[config.mk]
export PLATFORM = sky130hd
export DESIGN_NAME = sys_ctrl_top
export DESIGN_NICKNAME = d
export VERILOG_FILES = /design/src/sys_ctrl_pkg.sv /design/src/err_capture.sv /design/src/reset_seq.sv /design/src/scs_regs.sv /design/src/sys_ctrl_top.sv
export SDC_FILE = /design/constraint.sdc
export NUM_CORES = 1
export LEC_CHECK = 0
export ABC_CLOCK_PERIOD_IN_PS = 2400
export BUFFER_PORTS_ARGS = -buffer_cell sky130_fd_sc_hd__buf_2
export CORE_UTILIZATION = 56
export CTS_BUF_LIST = sky130_fd_sc_hd__clkbuf_2 sky130_fd_sc_hd__clkbuf_4 sky130_fd_sc_hd__clkbuf_8
export DETAILED_ROUTE_END_ITERATION = 10
export GPL_TIMING_DRIVEN = 0
export HOLD_SLACK_MARGIN = 0.05
export PLACE_DENSITY = 0.87
export SKIP_CTS_REPAIR_TIMING = 1
export SYNTH_ARGS = -nofsm -noshare
export SYNTH_HDL_FRONTEND = slang
export SYNTH_SLANG_ARGS = --single-unit
[constraint.sdc]
create_clock -name clk -period 2.4 [get_ports clk]
set_input_delay 0.12 -clock clk [delete_from_list [all_inputs] [get_ports clk]]
set_output_delay 0.12 -clock clk [all_outputs]
set_load 0.02 [all_outputs]
[src/sys_ctrl_pkg.sv]
`default_nettype none

package sys_ctrl_pkg;

  // bus and record widths
  typedef logic [31:0] word_t;      // bus data word
  typedef logic [4:0]  pid_t;       // process id
  typedef logic [23:0] err_addr_t;  // pc value kept with an error
  typedef logic [7:0]  err_no_t;    // error number
  typedef logic [7:0]  err_vec_t;   // hardware error lines

  // control/status byte
  //   [0]   reset without restart
  //   [1]   reset request, held while the sequence runs
  //   [2]   error handling in progress
  //   [7:3] spare, storable
  typedef logic [7:0]  scs_t;

  localparam int SCS_RST_REQ  = 1;  // reset request bit
  localparam int SCS_HANDLING = 2;  // handling flag bit

  // line n reports ERR_BASE + n
  localparam err_no_t ERR_BASE = 8'h10;

  // length of the system reset hold, short for simulation
  localparam int RST_CYCLES = 16;
  localparam int RST_CNT_W  = $clog2(RST_CYCLES + 1);

  typedef logic [RST_CNT_W-1:0] rst_cnt_t;  // reset hold counter

  // reset sequencer states
  typedef enum logic {
    IDLE,  // waiting for a request
    HOLD   // system reset asserted
  } seq_state_t;

endpackage

`default_nettype wire

[src/err_capture.sv]
`timescale 1ns/1ns
`default_nettype none

module err_capture (
  input  wire                        clk,
  input  wire                        reset,
  input  wire sys_ctrl_pkg::err_vec_t  err_sig,       // hardware error lines
  input  wire sys_ctrl_pkg::err_addr_t err_addr,      // current pc
  input  wire                        wr_err,        // trap write strobe
  input  wire                        wr_scs,        // scs write strobe
  input  wire                        busy,          // reset request pending
  input  wire                        handling,      // error being handled
  input  wire sys_ctrl_pkg::word_t     data_in,
  output logic                       raise,         // one pulse per recorded error
  output sys_ctrl_pkg::err_no_t      err_no,
  output sys_ctrl_pkg::err_addr_t    err_rec_addr
);

  import sys_ctrl_pkg::*;

  err_vec_t  err_q;     // sampled lines
  err_vec_t  err_q2;    // previous sample
  err_vec_t  edges;     // rising edges seen this cycle
  err_vec_t  pend;      // edges not yet served
  err_no_t   line_no;   // number of lowest pending line
  err_no_t   rec_no;
  err_addr_t rec_addr;
  logic      idle;
  logic      record;

  assign edges = err_q & ~err_q2;

  // no capture while a reset is requested, a raise is in flight
  // or software is rewriting scs
  assign idle = ~busy & ~raise & ~wr_scs;

  // lowest pending line wins
  always_comb begin
    line_no = ERR_BASE;
    for (int i = 7; i >= 0; i--) begin
      if (pend[i]) begin
        line_no = ERR_BASE + err_no_t'(i);
      end
    end
  end

  always_comb begin
    record   = 1'b0;
    rec_no   = line_no;
    rec_addr = err_addr;
    if (idle) begin
      if (pend[0]) begin                 // line 0 ignores the handling flag
        record = 1'b1;
      end else if (!handling) begin
        if (wr_err) begin                // software trap
          record   = 1'b1;
          rec_no   = data_in[7:0];
          rec_addr = data_in[31:8];
        end else if (|pend) begin        // other hardware lines
          record = 1'b1;
        end
      end
    end
  end

  always_ff @(posedge clk) begin
    if (!reset) begin
      err_q        <= '0;
      err_q2       <= '0;
      pend         <= '0;
      raise        <= 1'b0;
      err_no       <= '0;
      err_rec_addr <= '0;
    end else begin
      err_q  <= err_sig;
      err_q2 <= err_q;
      raise  <= record;
      if (record) begin
        pend         <= '0;              // one error at a time
        err_no       <= rec_no;
        err_rec_addr <= rec_addr;
      end else begin
        pend <= pend | edges;
      end
    end
  end

endmodule

`default_nettype wire

[src/reset_seq.sv]
`timescale 1ns/1ns
`default_nettype none

module reset_seq (
  input  wire  clk,
  input  wire  reset,
  input  wire  rst_req,   // scs reset request bit
  output logic seq_rst,   // system reset from the sequence
  output logic done       // last hold cycle
);

  import sys_ctrl_pkg::*;

  seq_state_t state;
  rst_cnt_t   cnt;        // hold cycles elapsed
  logic       last;

  assign last = (cnt == rst_cnt_t'(RST_CYCLES));

  always_ff @(posedge clk) begin
    if (!reset) begin
      state <= IDLE;
      cnt   <= '0;
    end else begin
      case (state)
        IDLE: begin
          cnt <= '0;
          if (rst_req) begin
            state <= HOLD;
          end
        end
        HOLD: begin
          if (last) begin
            state <= IDLE;               // request bit drops on this edge too
          end else begin
            cnt <= cnt + 1'b1;
          end
        end
        default: begin
          state <= IDLE;
        end
      endcase
    end
  end

  // held for RST_CYCLES+1 cycles
  assign seq_rst = (state == HOLD);
  assign done    = seq_rst & last;

endmodule

`default_nettype wire

[src/scs_regs.sv]
`timescale 1ns/1ns
`default_nettype none

module scs_regs (
  input  wire                        clk,
  input  wire                        reset,
  input  wire                        stb,
  input  wire                        we,
  input  wire                        addr,
  input  wire sys_ctrl_pkg::word_t     data_in,
  input  wire                        raise,          // error recorded
  input  wire                        done,           // reset sequence ends
  input  wire sys_ctrl_pkg::err_no_t   err_no,
  input  wire sys_ctrl_pkg::err_addr_t err_rec_addr,
  output sys_ctrl_pkg::word_t        data_out,
  output logic                       ack,
  output logic                       wr_err,         // trap write
  output logic                       wr_scs,         // scs write
  output logic                       busy,
  output logic                       handling,
  output logic                       rst_req,
  output sys_ctrl_pkg::pid_t         cp_pid
);

  import sys_ctrl_pkg::*;

  scs_t scs_q;       // control and status
  pid_t cp_pid_q;    // current process
  pid_t err_pid_q;   // process that failed
  logic rd_scs;
  logic rd_err;

  // writes are dropped while a reset is requested
  assign wr_scs = stb & we & ~addr & ~busy;
  assign wr_err = stb & we & addr & ~busy;
  assign rd_scs = stb & ~we & ~addr;
  assign rd_err = stb & ~we & addr;

  assign ack = stb;  // single cycle, never stalled

  always_ff @(posedge clk) begin
    if (!reset) begin
      scs_q     <= '0;
      cp_pid_q  <= '0;
      err_pid_q <= '0;
    end else begin
      if (raise) begin
        scs_q[SCS_RST_REQ]  <= 1'b1;     // start reset sequence
        scs_q[SCS_HANDLING] <= 1'b1;     // cleared by software
      end else if (wr_scs) begin
        scs_q     <= data_in[7:0];
        cp_pid_q  <= data_in[12:8];
        err_pid_q <= data_in[17:13];
      end else if (done) begin
        scs_q[SCS_RST_REQ] <= 1'b0;
      end
    end
  end

  assign busy     = scs_q[SCS_RST_REQ];
  assign rst_req  = scs_q[SCS_RST_REQ];
  assign handling = scs_q[SCS_HANDLING];
  assign cp_pid   = cp_pid_q;

  // read word, zero when idle
  always_comb begin
    if (rd_scs) begin
      data_out = {14'b0, err_pid_q, cp_pid_q, scs_q};
    end else if (rd_err) begin
      data_out = {err_rec_addr, err_no};
    end else begin
      data_out = '0;
    end
  end

endmodule

`default_nettype wire

[src/sys_ctrl_top.sv]
`timescale 1ns/1ns
`default_nettype none

module sys_ctrl_top (
  input  wire                        clk,
  input  wire                        reset,      // cold restart
  input  wire                        stb,
  input  wire                        we,
  input  wire                        addr,
  input  wire sys_ctrl_pkg::word_t     data_in,
  input  wire sys_ctrl_pkg::err_vec_t  err_sig,
  input  wire sys_ctrl_pkg::err_addr_t err_addr,
  output sys_ctrl_pkg::word_t        data_out,
  output logic                       ack,
  output logic                       sys_rst,
  output logic                       sys_rst_n,
  output sys_ctrl_pkg::pid_t         cp_pid
);

  import sys_ctrl_pkg::*;

  logic      wr_err;
  logic      wr_scs;
  logic      busy;
  logic      handling;
  logic      raise;
  logic      rst_req;
  logic      done;
  logic      seq_rst;
  err_no_t   err_no;
  err_addr_t err_rec_addr;

  err_capture i_err_capture (
    .clk          (clk),
    .reset        (reset),
    .err_sig      (err_sig),
    .err_addr     (err_addr),
    .wr_err       (wr_err),
    .wr_scs       (wr_scs),
    .busy         (busy),
    .handling     (handling),
    .data_in      (data_in),
    .raise        (raise),
    .err_no       (err_no),
    .err_rec_addr (err_rec_addr)
  );

  reset_seq i_reset_seq (
    .clk     (clk),
    .reset   (reset),
    .rst_req (rst_req),
    .seq_rst (seq_rst),
    .done    (done)
  );

  scs_regs i_scs_regs (
    .clk          (clk),
    .reset        (reset),
    .stb          (stb),
    .we           (we),
    .addr         (addr),
    .data_in      (data_in),
    .raise        (raise),
    .done         (done),
    .err_no       (err_no),
    .err_rec_addr (err_rec_addr),
    .data_out     (data_out),
    .ack          (ack),
    .wr_err       (wr_err),
    .wr_scs       (wr_scs),
    .busy         (busy),
    .handling     (handling),
    .rst_req      (rst_req),
    .cp_pid       (cp_pid)
  );

  assign sys_rst   = ~reset | seq_rst;  // cold or sequenced
  assign sys_rst_n = ~sys_rst;

endmodule

`default_nettype wire

==> metrics <==
hold path cells 3; Arrival @ worst endpoint ~1.8 ns; I/O pins 109; Initial DRC Count 195; Rel. slew slack 0.464; Max-cap violations 0; # diodes 0; Pleak about 0.0019 uW; Net Count, Synth 416; largest cells by area after synthesis dfxtp_1 48%, mux2i_1 7.9%, o2bb2ai_1 6.7%, and2_1 5.5%, a22o_1 4.4%; clock skew 0.0112 ns; Layout area overhead 32.1%; Ys Warns 0; remaining antenna violation count 0; gpl congestion roughly 0.87; worst min-delay path class in2reg; Gate Count Post-Synth 345; status complete, no violations; PD cells 913 nW/um^2; Main synth FF type dfxtp_1; Die Wd 79.9 um; clock sinks 81; # setup viols final 0; R2R cell count 5; register area share after synthesis 0.477; largest net degree at the start of global routing 14; Site Rows 28; Clock Tree Buf Depth 2; #FFs+latches synth 81; CP Capture Type primary output; Synth cell types 38; Worst Max-Slew Pin Slew between 0.7 and 0.8 ns; PortBufs 107; CTS Buf Count 9; CTS H-tree depth 3; crit path kind in2out; Fin. Hold Viols 0; final wirelength 8500 um; hpwl dp 5730 um; Post-synth EDFFs 0; maximum clock rate 512 MHz; Crit Path Max Fanout 10; vias per cell 5.43; layout cells sized above 1 0.287; first-pass GRT wire length 12,000 um; area of the core 5890 sq um; worst skew pair latency 0.35 ns; leading area contributor after synthesis dfxtp_1; 1st-pass router iterations 4; wire per inst 14.9 um; fin crit period just under 2 ns; Remaining Overflow, GRT 0; CTS tree yes; RSZ-0062 raised after global routing no; post-synth top area share 0.477; crit path launch type input pin; GRT Resource Usage Total 0.248; full die area 6390 sq um; clock-pin slew on the worst setup and hold paths 0.07 ns; drt drc 0; most used standard cells in the synthesized netlist 81 x dfxtp_1, 35 x nand2_1, 30 x and2_1; Slew Viols, Final 0; antenna violations before repair 0; count leader, synth dfxtp_1; Worst EP required 2.28 ns; clk root buf clkbuf_8; number of global-route vias before repair ~2,600; Post-Syn Area per Cell just under 10 sq um; period utilization 0.814; Final nets 560; worst vdd ir 0.000561 V; DR vias 3,088; post-layout util 0.763; Async SR Flop Fraction 0; Post-Syn Area 3400 sq um; Initial Utilization 0.578; die height roughly 80 um; Setup Total Neg Slack 0 ns
[critical path: stages]
cell and delay, ns:
buf_2 0.12, nand2b_1 0.19, nor2_1 0.49, clkbuf_1 0.48
a22o_1 0.25, buf_2 0.18
[final timing paths]
path                           from                              to  slack [ns]
min                    err_addr[18]  i_err_capture.err_rec_addr[18]        0.04
min reg2reg  i_err_capture.err_q[3]         i_err_capture.err_q2[3]        0.45
max                              we                     data_out[8]        0.45
max reg2reg   i_err_capture.pend[6]  i_err_capture.err_rec_addr[16]        0.51
[registers in the layout, indices dropped and copies added (netlist names)]
signal                      cells
i_err_capture.err_rec_addr     24
i_scs_regs.cp_pid               5
i_reset_seq.cnt                 5
i_err_capture.err_no            8
i_err_capture.raise             1
i_err_capture.err_q2            8
i_scs_regs.err_pid_q            5
i_reset_seq.seq_rst             1
i_err_capture.pend              8
i_scs_regs.scs_q                8
i_err_capture.err_q             8
[kinds of logic (layout without fill, tap and decap cells)]
family,after synthesis,after routing,share of synthesized area
XOR/XNOR,4,4,0.0103
multiplexers,27,27,0.0794
buffers and inverters,33,182,0.0485
AND/OR/NAND/NOR,107,107,0.165
flip-flops,81,81,0.477
AO/OA/AOI/OAI,91,91,0.213
adder cells (fa/ha/maj),2,2,0.00735
[placed cells by master, fill, tap and decap left out, types with 3 or more instances in the layout]
cell type and instances:
nor4_1 4, a22o_1 17, o21ai_0 5, inv_1 9, o2bb2ai_1 26, buf_4 5, nand2b_1 5, mux2i_1 27
dfxtp_1 81, clkinvlp_4 3, nand2_1 35, and2_1 30, dlygate4sd3_1 26, a32o_1 6, clkbuf_1 10, nor2_1 14
nor2b_1 8, a21oi_1 21, buf_2 113, or3_1 3, o21a_1 6, clkbuf_8 13, nor3_1 3
[metrics by stage]
step	instance area, sq um	instances	total power [uW]	hold WS [ns]	setup slack [ns]
6_report	4490	569	4100	0.0427	0.447
5_1_grt	4490	569	4340	0.0507	0.301
4_1_cts	4230	543	4070	-0.0397	0.505
3_5_place_dp	4030	527	3120	0.328	0.524
3_3_place_gp	4030	527	3070	0.325	0.556
2_1_floorplan	3400	345	2760	0.247	0.821
[report_power, final]
part | switching, uW | leakage, uW | internal [uW]
logic | 720 | 0.00117 | 566
clock network | 469 | 0.0000939 | 489
registers | 200 | 0.000663 | 1660
total | 1390 | 0.00192 | 2720
[routing by layer]
| layer | GRT usage | vias to the layer above | wire, um |
|---|---|---|---|
| li1 | - | 1511 | - |
| met1 | 0.304 | 1440 | 3590 |
| met2 | 0.416 | 118 | 4130 |
| met3 | 0.0594 | 19 | 586 |
| met4 | 0.100 | 0 | 195 |
| met5 | 0 | - | 0 |
[area by class of cell]
type,count,area (sq um)
timing repair buffer,133,796
inverter,10,37.5
sequential,81,1620
buffer,23,128
tap,75,93.8
multi-input combinational,231,1620
clock buffer,13,179
fill,398,1390
clock inverter,3,22.5
(Power assumes the default switching activity.)
